[config.mk]
export PLATFORM = sky130hd
export DESIGN_NAME = ctrl_top
export DESIGN_NICKNAME = d
export VERILOG_FILES = /design/src/common/ctrl_pkg.sv /design/src/common/riscv_priv_pkg.sv /design/src/common/ctrl_exc_if.sv /design/src/common/ctrl_irq_if.sv /design/src/ctrl/ctrl_exc_detect.sv /design/src/ctrl/ctrl_fsm.sv /design/src/ctrl/ctrl_irq_arbiter.sv /design/src/hw/ctrl_top.sv
export VERILOG_INCLUDE_DIRS = /design/src /design/src/common
export SDC_FILE = /design/constraint.sdc
export NUM_CORES = 1
export LEC_CHECK = 0
export BUFFER_PORTS_ARGS = -buffer_cell sky130_fd_sc_hd__buf_2
export CAP_MARGIN = 15
export CORE_AREA = 2 2 78 80
export CTS_CLUSTER_SIZE = 30
export DETAILED_ROUTE_END_ITERATION = 7
export DIE_AREA = 0 0 80 82
export GPL_ROUTABILITY_DRIVEN = 0
export PLACE_DENSITY = 0.75
export REMOVE_ABC_BUFFERS = 1
export SYNTH_ARGS = -nofsm -noshare
export SYNTH_HDL_FRONTEND = slang
export SYNTH_SLANG_ARGS = --single-unit
[constraint.sdc]
create_clock -name clk_i -period 3 [get_ports clk_i]
set_clock_uncertainty 0.1 [all_clocks]
set_input_delay 0.6 -clock clk_i [delete_from_list [all_inputs] [get_ports clk_i]]
set_output_delay 0.6 -clock clk_i [all_outputs]
set_load 0.005 [all_outputs]
[src/common/ctrl_defines.svh]
`ifndef CTRL_DEFINES_SVH
`define CTRL_DEFINES_SVH

// ########################################
// Controller dimensions
// ########################################

`define CTRL_XLEN 32 // Data and address width

`define CTRL_FAST_IRQS 15 // Fast interrupt lines

`define CTRL_CAUSE_W 6 // Top bit flags an interrupt

`endif

[src/common/ctrl_pkg.sv]
package ctrl_pkg;

	// ########################################
	// Controller FSM
	// ########################################

	typedef enum logic [2:0] {
		RESET,
		BOOT_SET,
		WAIT_SLEEP,
		SLEEP,
		FIRST_FETCH,
		DECODE,
		FLUSH,
		IRQ_TAKEN
	} ctrl_state_e;

	// ########################################
	// PC steering
	// ########################################

	typedef enum logic [1:0] {
		PC_BOOT = 2'd0,
		PC_JUMP = 2'd1,
		PC_EXC = 2'd2,
		PC_ERET = 2'd3
	} pc_mux_e;

	typedef enum logic {
		EXC_PC_EXC = 1'b0, // Synchronous trap vector
		EXC_PC_IRQ = 1'b1
	} exc_pc_mux_e;

endpackage

[src/common/riscv_priv_pkg.sv]
`include "ctrl_defines.svh"

package riscv_priv_pkg;

	// ########################################
	// Privilege levels
	// ########################################

	typedef enum logic [1:0] {
		PRIV_LVL_U = 2'b00,
		PRIV_LVL_M = 2'b11
	} priv_lvl_e;

	// ########################################
	// Trap causes
	// ########################################

	typedef logic [`CTRL_CAUSE_W-1:0] exc_cause_t;

	localparam exc_cause_t EXC_CAUSE_INSTR_ACCESS_FAULT = 6'h01;
	localparam exc_cause_t EXC_CAUSE_ILLEGAL_INSN = 6'h02;
	localparam exc_cause_t EXC_CAUSE_BREAKPOINT = 6'h03;
	localparam exc_cause_t EXC_CAUSE_LOAD_ACCESS_FAULT = 6'h05;
	localparam exc_cause_t EXC_CAUSE_STORE_ACCESS_FAULT = 6'h07;
	localparam exc_cause_t EXC_CAUSE_ECALL_UMODE = 6'h08;
	localparam exc_cause_t EXC_CAUSE_ECALL_MMODE = 6'h0B;

	localparam exc_cause_t EXC_CAUSE_IRQ_SOFTWARE_M = 6'h23;
	localparam exc_cause_t EXC_CAUSE_IRQ_TIMER_M = 6'h27;
	localparam exc_cause_t EXC_CAUSE_IRQ_EXTERNAL_M = 6'h2B;
	localparam exc_cause_t EXC_CAUSE_IRQ_FAST_BASE = 6'h30; // Plus line index
	localparam exc_cause_t EXC_CAUSE_IRQ_NM = 6'h3F;

endpackage

[src/common/ctrl_exc_if.sv]
`timescale 1ns/1ps

interface ctrl_exc_if;

	logic ecall; // Qualified decode flags
	logic ebrk;
	logic mret;
	logic wfi;
	logic csr_flush;
	logic fetch_err;

	logic special_req; // Decode must go through FLUSH
	logic exc_req_q;
	logic illegal_q;
	logic load_err_q;
	logic store_err_q;

	logic in_flush;

	modport detect (
		output ecall, ebrk, mret, wfi, csr_flush, fetch_err,
		output special_req, exc_req_q, illegal_q, load_err_q, store_err_q,
		input in_flush
	);

	modport fsm (
		input ecall, ebrk, mret, wfi, csr_flush, fetch_err,
		input special_req, exc_req_q, illegal_q, load_err_q, store_err_q,
		output in_flush
	);

endinterface

[src/common/ctrl_irq_if.sv]
`timescale 1ns/1ps

interface ctrl_irq_if;
	import riscv_priv_pkg::*;

	logic handle_irq;
	exc_cause_t irq_cause;
	logic nmi_mode; // NMI in service

	logic irq_taken; // Strobe from IRQ_TAKEN
	logic nmi_clear; // Strobe on mret

	modport arbiter (
		output handle_irq, irq_cause, nmi_mode,
		input irq_taken, nmi_clear
	);

	modport fsm (
		input handle_irq, irq_cause, nmi_mode,
		output irq_taken, nmi_clear
	);

endinterface

[src/ctrl/ctrl_exc_detect.sv]
`timescale 1ns/1ps

module ctrl_exc_detect (
	input logic clk_i,
	input logic rst_ni,
	input logic instr_valid_i,
	input logic illegal_insn_i,
	input logic ecall_insn_i,
	input logic mret_insn_i,
	input logic wfi_insn_i,
	input logic ebrk_insn_i,
	input logic csr_pipe_flush_i,
	input logic instr_fetch_err_i,
	input logic load_err_i,
	input logic store_err_i,
	input riscv_priv_pkg::priv_lvl_e priv_mode_i,
	input logic csr_mstatus_tw_i,
	ctrl_exc_if.detect exc
);
	import riscv_priv_pkg::*;

	logic illegal_umode;
	logic illegal_d;
	logic exc_req_d;
	logic lsu_req_d;

	assign exc.ecall = ecall_insn_i & instr_valid_i;
	assign exc.ebrk = ebrk_insn_i & instr_valid_i;
	assign exc.mret = mret_insn_i & instr_valid_i;
	assign exc.wfi = wfi_insn_i & instr_valid_i;
	assign exc.csr_flush = csr_pipe_flush_i & instr_valid_i;
	assign exc.fetch_err = instr_fetch_err_i & instr_valid_i;

	// mret, and wfi under TW, need M mode
	assign illegal_umode = (priv_mode_i != PRIV_LVL_M) &
		(exc.mret | (csr_mstatus_tw_i & exc.wfi));

	assign illegal_d = ((illegal_insn_i & instr_valid_i) | illegal_umode) & ~exc.in_flush;
	assign exc_req_d = (exc.ecall | exc.ebrk | exc.fetch_err | illegal_d) & ~exc.in_flush;
	assign lsu_req_d = (load_err_i | store_err_i) & ~exc.in_flush;

	assign exc.special_req = exc.mret | exc.wfi | exc.csr_flush | exc_req_d | lsu_req_d;

	always_ff @(posedge clk_i or negedge rst_ni) begin
		if (!rst_ni) begin
			exc.exc_req_q <= 1'b0;
			exc.illegal_q <= 1'b0;
			exc.load_err_q <= 1'b0;
			exc.store_err_q <= 1'b0;
		end else begin
			exc.exc_req_q <= exc_req_d;
			exc.illegal_q <= illegal_d;
			exc.load_err_q <= load_err_i & ~exc.in_flush;
			exc.store_err_q <= store_err_i & ~exc.in_flush;
		end
	end

	illegal_in_exc_req: assert property (@(posedge clk_i) disable iff (!rst_ni)
		exc.illegal_q |-> exc.exc_req_q);

endmodule

[src/ctrl/ctrl_fsm.sv]
`timescale 1ns/1ps
`include "ctrl_defines.svh"

module ctrl_fsm (
	input logic clk_i,
	input logic rst_ni,
	input logic fetch_enable_i,
	input logic instr_valid_i,
	input logic [`CTRL_XLEN-1:0] instr_i,
	input logic [15:0] instr_compressed_i,
	input logic instr_is_compressed_i,
	input logic [`CTRL_XLEN-1:0] pc_id_i,
	input logic [`CTRL_XLEN-1:0] lsu_addr_last_i,
	input logic branch_set_i,
	input logic jump_set_i,
	input logic stall_i,
	input logic irq_pending_i,
	input logic irq_nm_i,
	input riscv_priv_pkg::priv_lvl_e priv_mode_i,
	ctrl_exc_if.fsm exc,
	ctrl_irq_if.fsm irq,
	output logic ctrl_busy_o,
	output logic first_fetch_o,
	output logic instr_req_o,
	output logic pc_set_o,
	output ctrl_pkg::pc_mux_e pc_mux_o,
	output ctrl_pkg::exc_pc_mux_e exc_pc_mux_o,
	output riscv_priv_pkg::exc_cause_t exc_cause_o,
	output logic [`CTRL_XLEN-1:0] csr_mtval_o,
	output logic csr_save_if_o,
	output logic csr_save_id_o,
	output logic csr_restore_mret_id_o,
	output logic csr_save_cause_o,
	output logic id_in_ready_o,
	output logic instr_valid_clear_o
);
	import riscv_priv_pkg::*;
	import ctrl_pkg::*;

	ctrl_state_e state_q;
	ctrl_state_e state_d;
	logic halt_if;
	logic flush_id;
	logic irq_taken;
	logic nmi_clear;

	assign exc.in_flush = (state_q == FLUSH);
	assign irq.irq_taken = irq_taken;
	assign irq.nmi_clear = nmi_clear;

	// ########################################
	// Next state and steering
	// ########################################

	always_comb begin
		state_d = state_q;
		instr_req_o = 1'b1;
		ctrl_busy_o = 1'b1;
		first_fetch_o = 1'b0;
		pc_set_o = 1'b0;
		pc_mux_o = PC_BOOT;
		exc_pc_mux_o = EXC_PC_IRQ;
		exc_cause_o = '0;
		csr_mtval_o = '0;
		csr_save_if_o = 1'b0;
		csr_save_id_o = 1'b0;
		csr_restore_mret_id_o = 1'b0;
		csr_save_cause_o = 1'b0;
		halt_if = 1'b0;
		flush_id = 1'b0;
		irq_taken = 1'b0;
		nmi_clear = 1'b0;

		case (state_q)
			RESET: begin
				instr_req_o = 1'b0;
				pc_set_o = 1'b1; // Keep boot PC loaded
				if (fetch_enable_i) begin
					state_d = BOOT_SET;
				end
			end
			BOOT_SET: begin
				pc_set_o = 1'b1;
				state_d = FIRST_FETCH;
			end
			WAIT_SLEEP, SLEEP: begin
				ctrl_busy_o = 1'b0;
				instr_req_o = 1'b0;
				halt_if = 1'b1;
				flush_id = 1'b1;
				if (state_q == WAIT_SLEEP) begin
					state_d = SLEEP;
				end else if (irq_nm_i || irq_pending_i) begin
					state_d = FIRST_FETCH; // Wake on any pending source
				end
			end
			FIRST_FETCH: begin
				first_fetch_o = 1'b1;
				if (id_in_ready_o) begin
					state_d = DECODE;
				end
				if (irq.handle_irq && !stall_i) begin
					state_d = IRQ_TAKEN;
					halt_if = 1'b1;
					flush_id = 1'b1;
				end
			end
			DECODE: begin
				if (instr_valid_i) begin
					if (exc.special_req) begin
						state_d = FLUSH;
						halt_if = 1'b1;
					end else if (branch_set_i || jump_set_i) begin
						pc_set_o = 1'b1;
						pc_mux_o = PC_JUMP;
					end
					if (irq.handle_irq && stall_i) begin
						halt_if = 1'b1; // Interrupt waits for stall to drop
					end
				end
				if (!stall_i && !exc.special_req && irq.handle_irq) begin
					state_d = IRQ_TAKEN;
					halt_if = 1'b1;
					flush_id = 1'b1;
				end
			end
			IRQ_TAKEN: begin
				if (irq.handle_irq) begin
					irq_taken = 1'b1;
					pc_set_o = 1'b1;
					pc_mux_o = PC_EXC;
					exc_pc_mux_o = EXC_PC_IRQ;
					csr_save_if_o = 1'b1;
					csr_save_cause_o = 1'b1;
					exc_cause_o = irq.irq_cause;
				end
				state_d = DECODE;
			end
			FLUSH: begin
				halt_if = 1'b1;
				flush_id = 1'b1;
				state_d = DECODE;
				if (exc.exc_req_q || exc.store_err_q || exc.load_err_q) begin
					pc_set_o = 1'b1;
					pc_mux_o = PC_EXC;
					exc_pc_mux_o = EXC_PC_EXC;
					csr_save_id_o = 1'b1;
					csr_save_cause_o = 1'b1;
					if (exc.fetch_err) begin
						exc_cause_o = EXC_CAUSE_INSTR_ACCESS_FAULT;
						csr_mtval_o = pc_id_i;
					end else if (exc.illegal_q) begin
						exc_cause_o = EXC_CAUSE_ILLEGAL_INSN;
						csr_mtval_o = instr_is_compressed_i ?
							{{(`CTRL_XLEN-16){1'b0}}, instr_compressed_i} : instr_i;
					end else if (exc.ecall) begin
						exc_cause_o = (priv_mode_i == PRIV_LVL_M) ?
							EXC_CAUSE_ECALL_MMODE : EXC_CAUSE_ECALL_UMODE;
					end else if (exc.ebrk) begin
						exc_cause_o = EXC_CAUSE_BREAKPOINT;
					end else if (exc.store_err_q) begin
						exc_cause_o = EXC_CAUSE_STORE_ACCESS_FAULT;
						csr_mtval_o = lsu_addr_last_i;
					end else begin
						exc_cause_o = EXC_CAUSE_LOAD_ACCESS_FAULT;
						csr_mtval_o = lsu_addr_last_i;
					end
				end else if (exc.mret) begin
					pc_set_o = 1'b1;
					pc_mux_o = PC_ERET;
					csr_restore_mret_id_o = 1'b1;
					nmi_clear = irq.nmi_mode;
				end else if (exc.wfi) begin
					state_d = WAIT_SLEEP;
				end else if (exc.csr_flush && irq.handle_irq) begin
					state_d = IRQ_TAKEN;
				end
			end
		endcase
	end

	assign id_in_ready_o = ~stall_i & ~halt_if;
	assign instr_valid_clear_o = (~stall_i & ~halt_if) | flush_id;

	always_ff @(posedge clk_i or negedge rst_ni) begin
		if (!rst_ni) begin
			state_q <= RESET;
		end else begin
			state_q <= state_d;
		end
	end

	// ########################################
	// Checks
	// ########################################

	no_trap_in_sleep: assert property (@(posedge clk_i) disable iff (!rst_ni)
		(state_q == SLEEP) |-> !(pc_set_o || csr_save_cause_o));

	legal_state: assert property (@(posedge clk_i) disable iff (!rst_ni)
		state_q inside {RESET, BOOT_SET, WAIT_SLEEP, SLEEP,
			FIRST_FETCH, DECODE, FLUSH, IRQ_TAKEN});

endmodule

[src/ctrl/ctrl_irq_arbiter.sv]
`timescale 1ns/1ps
`include "ctrl_defines.svh"

module ctrl_irq_arbiter (
	input logic clk_i,
	input logic rst_ni,
	input logic irq_pending_i,
	input logic irq_nm_i,
	input logic csr_mstatus_mie_i,
	input logic csr_msip_i,
	input logic csr_meip_i,
	input logic [`CTRL_FAST_IRQS-1:0] csr_mfip_i,
	ctrl_irq_if.arbiter irq
);
	import riscv_priv_pkg::*;

	localparam int unsigned FAST_ID_W = $clog2(`CTRL_FAST_IRQS);

	logic nmi_mode_q;
	logic nmi_sel;
	logic [FAST_ID_W-1:0] mfip_id;

	assign nmi_sel = irq_nm_i & ~nmi_mode_q; // No NMI nesting
	assign irq.handle_irq = nmi_sel | (irq_pending_i & csr_mstatus_mie_i);
	assign irq.nmi_mode = nmi_mode_q;

	// Highest set fast line wins
	always_comb begin
		mfip_id = '0;
		for (int unsigned i = 0; i < `CTRL_FAST_IRQS; i++) begin
			if (csr_mfip_i[i]) begin
				mfip_id = FAST_ID_W'(i);
			end
		end
	end

	always_comb begin
		if (nmi_sel) begin
			irq.irq_cause = EXC_CAUSE_IRQ_NM;
		end else if (|csr_mfip_i) begin
			irq.irq_cause = EXC_CAUSE_IRQ_FAST_BASE + exc_cause_t'(mfip_id);
		end else if (csr_meip_i) begin
			irq.irq_cause = EXC_CAUSE_IRQ_EXTERNAL_M;
		end else if (csr_msip_i) begin
			irq.irq_cause = EXC_CAUSE_IRQ_SOFTWARE_M;
		end else begin
			irq.irq_cause = EXC_CAUSE_IRQ_TIMER_M; // Only source left
		end
	end

	always_ff @(posedge clk_i or negedge rst_ni) begin
		if (!rst_ni) begin
			nmi_mode_q <= 1'b0;
		end else if (irq.nmi_clear) begin
			nmi_mode_q <= 1'b0;
		end else if (irq.irq_taken && nmi_sel) begin
			nmi_mode_q <= 1'b1;
		end
	end

	nmi_mode_after_take: assert property (@(posedge clk_i) disable iff (!rst_ni)
		$rose(nmi_mode_q) |-> $past(irq.irq_taken));

endmodule

[src/hw/ctrl_top.sv]
`timescale 1ns/1ps
`include "ctrl_defines.svh"

module ctrl_top (
	input logic clk_i,
	input logic rst_ni,
	input logic fetch_enable_i,
	output logic ctrl_busy_o,
	output logic first_fetch_o,
	input logic illegal_insn_i,
	input logic ecall_insn_i,
	input logic mret_insn_i,
	input logic wfi_insn_i,
	input logic ebrk_insn_i,
	input logic csr_pipe_flush_i,
	input logic instr_valid_i,
	input logic [`CTRL_XLEN-1:0] instr_i,
	input logic [15:0] instr_compressed_i,
	input logic instr_is_compressed_i,
	input logic instr_fetch_err_i,
	input logic [`CTRL_XLEN-1:0] pc_id_i,
	output logic instr_valid_clear_o,
	output logic id_in_ready_o,
	output logic instr_req_o,
	output logic pc_set_o,
	output ctrl_pkg::pc_mux_e pc_mux_o,
	output ctrl_pkg::exc_pc_mux_e exc_pc_mux_o,
	output riscv_priv_pkg::exc_cause_t exc_cause_o,
	input logic [`CTRL_XLEN-1:0] lsu_addr_last_i,
	input logic load_err_i,
	input logic store_err_i,
	input logic branch_set_i,
	input logic jump_set_i,
	input logic csr_mstatus_mie_i,
	input logic csr_msip_i,
	input logic csr_meip_i,
	input logic [`CTRL_FAST_IRQS-1:0] csr_mfip_i,
	input logic irq_pending_i,
	input logic irq_nm_i,
	output logic csr_save_if_o,
	output logic csr_save_id_o,
	output logic csr_restore_mret_id_o,
	output logic csr_save_cause_o,
	output logic [`CTRL_XLEN-1:0] csr_mtval_o,
	input riscv_priv_pkg::priv_lvl_e priv_mode_i,
	input logic csr_mstatus_tw_i,
	input logic stall_i // Merged pipeline stall
);

	ctrl_exc_if exc_bus ();
	ctrl_irq_if irq_bus ();

	ctrl_exc_detect u_exc_detect (
		.clk_i (clk_i),
		.rst_ni (rst_ni),
		.instr_valid_i (instr_valid_i),
		.illegal_insn_i (illegal_insn_i),
		.ecall_insn_i (ecall_insn_i),
		.mret_insn_i (mret_insn_i),
		.wfi_insn_i (wfi_insn_i),
		.ebrk_insn_i (ebrk_insn_i),
		.csr_pipe_flush_i (csr_pipe_flush_i),
		.instr_fetch_err_i (instr_fetch_err_i),
		.load_err_i (load_err_i),
		.store_err_i (store_err_i),
		.priv_mode_i (priv_mode_i),
		.csr_mstatus_tw_i (csr_mstatus_tw_i),
		.exc (exc_bus.detect)
	);

	ctrl_irq_arbiter u_irq_arbiter (
		.clk_i (clk_i),
		.rst_ni (rst_ni),
		.irq_pending_i (irq_pending_i),
		.irq_nm_i (irq_nm_i),
		.csr_mstatus_mie_i (csr_mstatus_mie_i),
		.csr_msip_i (csr_msip_i),
		.csr_meip_i (csr_meip_i),
		.csr_mfip_i (csr_mfip_i),
		.irq (irq_bus.arbiter)
	);

	ctrl_fsm u_fsm (
		.clk_i (clk_i),
		.rst_ni (rst_ni),
		.fetch_enable_i (fetch_enable_i),
		.instr_valid_i (instr_valid_i),
		.instr_i (instr_i),
		.instr_compressed_i (instr_compressed_i),
		.instr_is_compressed_i (instr_is_compressed_i),
		.pc_id_i (pc_id_i),
		.lsu_addr_last_i (lsu_addr_last_i),
		.branch_set_i (branch_set_i),
		.jump_set_i (jump_set_i),
		.stall_i (stall_i),
		.irq_pending_i (irq_pending_i),
		.irq_nm_i (irq_nm_i),
		.priv_mode_i (priv_mode_i),
		.exc (exc_bus.fsm),
		.irq (irq_bus.fsm),
		.ctrl_busy_o (ctrl_busy_o),
		.first_fetch_o (first_fetch_o),
		.instr_req_o (instr_req_o),
		.pc_set_o (pc_set_o),
		.pc_mux_o (pc_mux_o),
		.exc_pc_mux_o (exc_pc_mux_o),
		.exc_cause_o (exc_cause_o),
		.csr_mtval_o (csr_mtval_o),
		.csr_save_if_o (csr_save_if_o),
		.csr_save_id_o (csr_save_id_o),
		.csr_restore_mret_id_o (csr_restore_mret_id_o),
		.csr_save_cause_o (csr_save_cause_o),
		.id_in_ready_o (id_in_ready_o),
		.instr_valid_clear_o (instr_valid_clear_o)
	);

endmodule
=== Word level (Yosys, flattened, before mapping) ===
Index checks and enable logic that the tools add are counted.
W data, S select, Z words.

* Register bits: 8
* Output and inout bits: 51
* Word-level logic and storage cells: 159

* Add/sub/neg operators: 1
* Equal/unequal tests: 14
* Mux-type cells: 85
* Bitwise logic cells: 33
* Reduce and logical (&&, ||, !) cells: 20

{| class="wikitable"
|+ Operator list
! kind !! count
|-
| $mux W32 || 7
|-
| $mux W6 || 9
|-
| $mux W4 || 13
|-
| $mux W3 || 12
|-
| $mux W1 || 29
|-
| $pmux W3 S7 || 1
|-
| $and A1 B1 Y1 || 17
|-
| $mux W2 || 8
|-
| $reduce_or A15 Y1 || 1
|-
| $eq A3 B3 Y1 const B || 4
|-
| $or A1 B1 Y1 || 12
|-
| $pmux W6 S2 || 1
|-
| $add A5 B5 Y6 const A || 1
|-
| $eq A3 B2 Y1 const B || 2
|-
| $logic_and A1 B1 Y1 || 6
|-
| $ne A3 B1 Y1 const B || 2
|-
| $ne A3 B2 Y1 const B || 2
|-
| $pmux W1 S3 || 2
|-
| $pmux W2 S3 || 1
|-
| $reduce_or A3 Y1 || 2
|-
| $reduce_and A5 Y1 || 1
|-
| $logic_or A1 B1 Y1 || 4
|-
| $ne A2 B2 Y1 const B || 2
|-
| $not A1 Y1 || 4
|-
| other kinds (8) || 10
|}

=== Depth between registers and ports, before layout ===
* Depth after elaboration: 20
* Gate-level depth with buffers: 7
* Mapped depth without buffers: 6

=== Hierarchy ===
A second synthesis with hierarchy kept.

* Cells, all modules: 273
* Area, all modules: 2253.4 µm²

{| class="wikitable"
|+ Modules (own cells, without submodules)
! module !! instances !! cells each !! area an instance (µm²) !! seq. area each (µm²)
|-
| ctrl_fsm || 1 || 210 || 1785.5 || 75.1
|-
| ctrl_irq_arbiter || 1 || 38 || 236.5 || 25.0
|-
| ctrl_exc_detect || 1 || 25 || 231.5 || 100.1
|}

=== Worst setup path before layout ===
No wires, ideal clock.

* Path kind: input to output
* Start point: input port instr_is_compressed_i
* End point: output port csr_mtval_o[10]
* Arrival time: 1796 ps
* Data required time: 2300 ps
* Slack: 504 ps
* Stages on the path: 5
* Buffers on the path: 2
* Cell sequence: buf_2 -> clkbuf_1 -> mux2_2 -> a221oi_1 -> nor3_1

* Word-level cells in the longest chain between the ends: 5

{| class="wikitable"
|+ Ends and longest elaborated chain
! item !! RTL line !! RTL
|-
| start: declaration || ctrl_top.sv:19 || <nowiki>input logic instr_is_compressed_i,</nowiki>
|-
| $mux W32 || ctrl_fsm.sv:154 || <nowiki>csr_mtval_o = instr_is_compressed_i ?</nowiki>
|-
| $mux W32 || ctrl_fsm.sv:152 || <nowiki>end else if (exc.illegal_q) begin</nowiki>
|-
| $mux W32 || ctrl_fsm.sv:149 || <nowiki>if (exc.fetch_err) begin</nowiki>
|-
| $mux W32 || ctrl_fsm.sv:143 || <nowiki>if (exc.exc_req_q || exc.store_err_q || exc.load_err_q) begin</nowiki>
|-
| $mux W32 || ctrl_fsm.sv:74 || <nowiki>case (state_q)</nowiki>
|-
| end: declaration || ctrl_top.sv:44 || <nowiki>output logic [`CTRL_XLEN-1:0] csr_mtval_o,</nowiki>
|}

Every way passes these cells.

=== Worst setup path after layout ===
* Start point: input port ecall_insn_i
* End point: output port pc_mux_o[0]

* Word-level cells in the longest chain between the ends: 10

{| class="wikitable"
|+ Ends and longest elaborated chain
! item !! RTL line !! RTL
|-
| start: declaration || ctrl_top.sv:11 || <nowiki>input logic ecall_insn_i,</nowiki>
|-
| $and A1 B1 Y1 || ctrl_exc_detect.sv:27 || <nowiki>assign exc.ecall = ecall_insn_i & instr_valid_i;</nowiki>
|-
| $or A1 B1 Y1 (3 in series) || ctrl_exc_detect.sv:39 || <nowiki>assign exc_req_d = (exc.ecall | exc.ebrk | exc.fetch_err | illegal_d) & ~exc.in_flush;</nowiki>
|-
| $and A1 B1 Y1 || ctrl_exc_detect.sv:39 ||
|-
| $or A1 B1 Y1 (2 in series) || ctrl_exc_detect.sv:42 || <nowiki>assign exc.special_req = exc.mret | exc.wfi | exc.csr_flush | exc_req_d | lsu_req_d;</nowiki>
|-
| $mux W2 || ctrl_fsm.sv:110 || <nowiki>if (exc.special_req) begin</nowiki>
|-
| $mux W2 || ctrl_fsm.sv:109 || <nowiki>if (instr_valid_i) begin</nowiki>
|-
| $pmux W2 S3 || ctrl_fsm.sv:74 ||
|-
| end: declaration || ctrl_top.sv:26 || <nowiki>output ctrl_pkg::pc_mux_e pc_mux_o,</nowiki>
|}

Every way passes these cells.

==> impl_results.md <==
- Area of the core: 5750 µm²
- Via count: 2,832
- # diodes: 0
- CTS tree: done
- End of the critical path: pc_mux_o[0]
- Clk slew on worst S/H paths: 0.04 ns
- Final min period: 2.71 ns
- Antenna violations before repair: 1
- Number of synthesized register bits: 8
- Most used DFF post-synth: dfrtp_1
- Syn_area_per_cell: 6.85 µm²
- Number of CTS-inserted buffers: 3
- EDFF count, synth: 0
- IO Pins: slightly above 200
- Antenna Violating Nets Remaining: 0
- Setup_tns: 0 ns
- Crit path launch type: input port
- Total Power: around 1.1 mW
- Drt pass-1 iters: 6
- Port Buffers: 202
- Final WS setup: 0.289 ns
- Share of layout cells above drive strength 1: 0.536
- VDD IR-drop max: 0.372 mV
- YS warnings: 0
- Synth cell types: 47
- Post-CTS setup buffers: 0
- Initial core utilization: 0.303
- CP required: 2.30 ns
- Path depth of the worst reg2reg path: 5
- GR Overflow Total: 0
- Clk root buf: clkbuf_8
- R2R setup slack: 1.08 ns
- Register area share after synthesis: 0.115
- Post-Layout Cell Count: 525
- Die area: 6560 µm²
- Status: finished, final reports clean
- Clock Path Buffers: 2
- FMAX: 0.369 GHz
- Hold_ws: ~0.11 ns
- Arr. time, crit path: between 2 and 2.5 ns
- RSZ-0062 raised after global routing: no
- Design area: 2900 µm²
- Global-route total usage across every layer: 0.193
- Placement-stage worst setup slack: 0.292 ns
- DR iter-0 viols: 200
- Dpl cells: 522
- WL/cell: 15.1 µm
- Num rows: 28
- Ys async rst share: 1.00
- Area of the multi-input gates: 1430 µm²
- Post-CTS Hold Buffers: 0
- Fin crit share: 0.904
- Mapped Cells: 254
- Pwr dens: 395 nW/µm²
- Drt total wl: 7.92 mm
- Largest net degree at the start of global routing: 36
- Worst reg2reg path startpoint: u_exc_detect.exc.store_err_q$_DFF_PN0_
- FF-to-FF End: u_fsm.state_q[1]$_DFFE_PN0P_
- Die width: approximately 80 µm
- MaxCap Viol Count: 0
- Critical path peak fanout: 3
- Post-layout util: 0.505
- Residual DRC: 0
- Register area: 200 µm²
- Post-layout net count: 604
- Post-CTS Resized: 0
- FILL cells: 609
- Hold Crit Class: input port to async pin
- Cell area after synthesis: 1740 µm²
- DP Wirelength: roughly 6.6 mm
- Cell leakage power: 1.54 nW
- Layout Area Growth over Synthesis: 66.6%
- DP Area: approximately 2900 µm²
- WS Path Type: input port to output port
- Worst-Margin Slew: around 0.47 ns
- Die height: 82 µm
- Final hold violations: 0
- Global-route wire length before repair: 10.3 mm
- Clock latency on the worst-skew pair: 0.22 ns
- Max Slew Vio Count: 0
- H-tree levels: 1
- Clk sinks: 8
- Vias in the first global route: roughly 2,200
- Final setup viols: 0
- Via density: 5.39
- Launch point of the worst path: ecall_insn_i
- Slew margin rel.: 0.683
- Worst Setup End Kind: output port
where the power goes:
group / total (mW) / leakage (nW) / switching [mW] / internal (mW)
Sequential: 0.165 / 0.0907 / 0.0236 / 0.142
Clock: 0.127 / 0.0216 / 0.0401 / 0.0867
Combinational: 0.852 / 1.43 / 0.449 / 0.403
Total: 1.14 / 1.54 / 0.513 / 0.632
cells in the final DEF (no fill, tap or decap), types with 3 or more instances in the layout:
cell	Yosys	routed
a21o_1	5	5
o21ai_0	8	8
nor2_1	45	45
a221oi_1	17	17
inv_1	9	9
a32o_1	3	3
nand2_1	15	15
mux2_2	16	16
buf_4	0	10
buf_2	5	202
clkbuf_8	0	3
or4_1	3	3
dfrtp_1	8	8
a222oi_1	16	16
nor3_1	22	22
nor4_1	4	4
nand2b_1	5	5
nor2b_1	7	7
a21oi_1	12	12
nand3_1	3	3
routing by layer:
layer,up-vias,share of wire,track usage
li1,1390,-,-
met5,-,0.00088,0
met2,138,0.50,0.336
met1,1288,0.39,0.246
met4,2,0.016,0.0322
met3,14,0.092,0.0451
how the worst min path moves through the flow:
stage	slack, ns	endpoint
finish	0.11	u_exc_detect.exc.load_err_q$_DFF_PN0_
global route	0.12	u_fsm.state_q[2]$_DFFE_PN0P_
CTS	0.12	u_exc_detect.exc.load_err_q$_DFF_PN0_
detailed placement	0.35	u_fsm.state_q[1]$_DFFE_PN0P_
global placement	0.35	u_fsm.state_q[2]$_DFFE_PN0P_
floorplan	0.20	u_exc_detect.exc.exc_req_q$_DFF_PN0_
state kept, by name, indices dropped and copies added, names as in the netlist:
register                      count
u_exc_detect.exc.illegal_q        1
u_exc_detect.exc.load_err_q       1
u_fsm.state_q                     3
u_exc_detect.exc.exc_req_q        1
u_irq_arbiter.irq.nmi_mode        1
u_exc_detect.exc.store_err_q      1
critical path, stage by stage:
cell and delay, ns:
buf_2 0.11, o41a_1 0.44, a31oi_4 0.21, nand2_1 0.13, a21boi_2 0.20, o211ai_1 0.13
nand2_1 0.08, buf_2 0.11
synth_stat cells, drive strengths merged (3+ instances only):
cell,count,area [µm²]
nor2,46,175
nor3,22,110
a221oi,17,149
a222oi,16,160
mux2,16,180
nand2,16,62.6
a21oi,12,60.1
clkbuf,12,45.0
inv,9,33.8
buf,8,36.3
dfrtp,8,200
o21ai,8,40.0
nor2b,7,43.8
a21o,5,37.5
nand2b,5,31.3
nand3,4,25.0
nor4,4,25.0
a31oi,3,33.8
a32o,3,30.0
nor3b,3,27.5
or4,3,22.5
layout make-up:
class	count	area share
multi-input cells	217	0.491
inverters	9	0.0116
well taps	75	0.0324
repair buffers	213	0.381
flip-flops and latches	8	0.0690
clock buffers	3	0.0142
logic make-up after synthesis:
kind of cell           count (synthesis)  share of synthesized area
buffers and inverters                 29                     0.0661
DFF                                    8                      0.115
AOI/OAI and AO/OA                     81                      0.376
and+or+nand+nor                      119                      0.334
muxes                                 17                      0.109
Note: power is estimated with default switching activity, not from simulation.
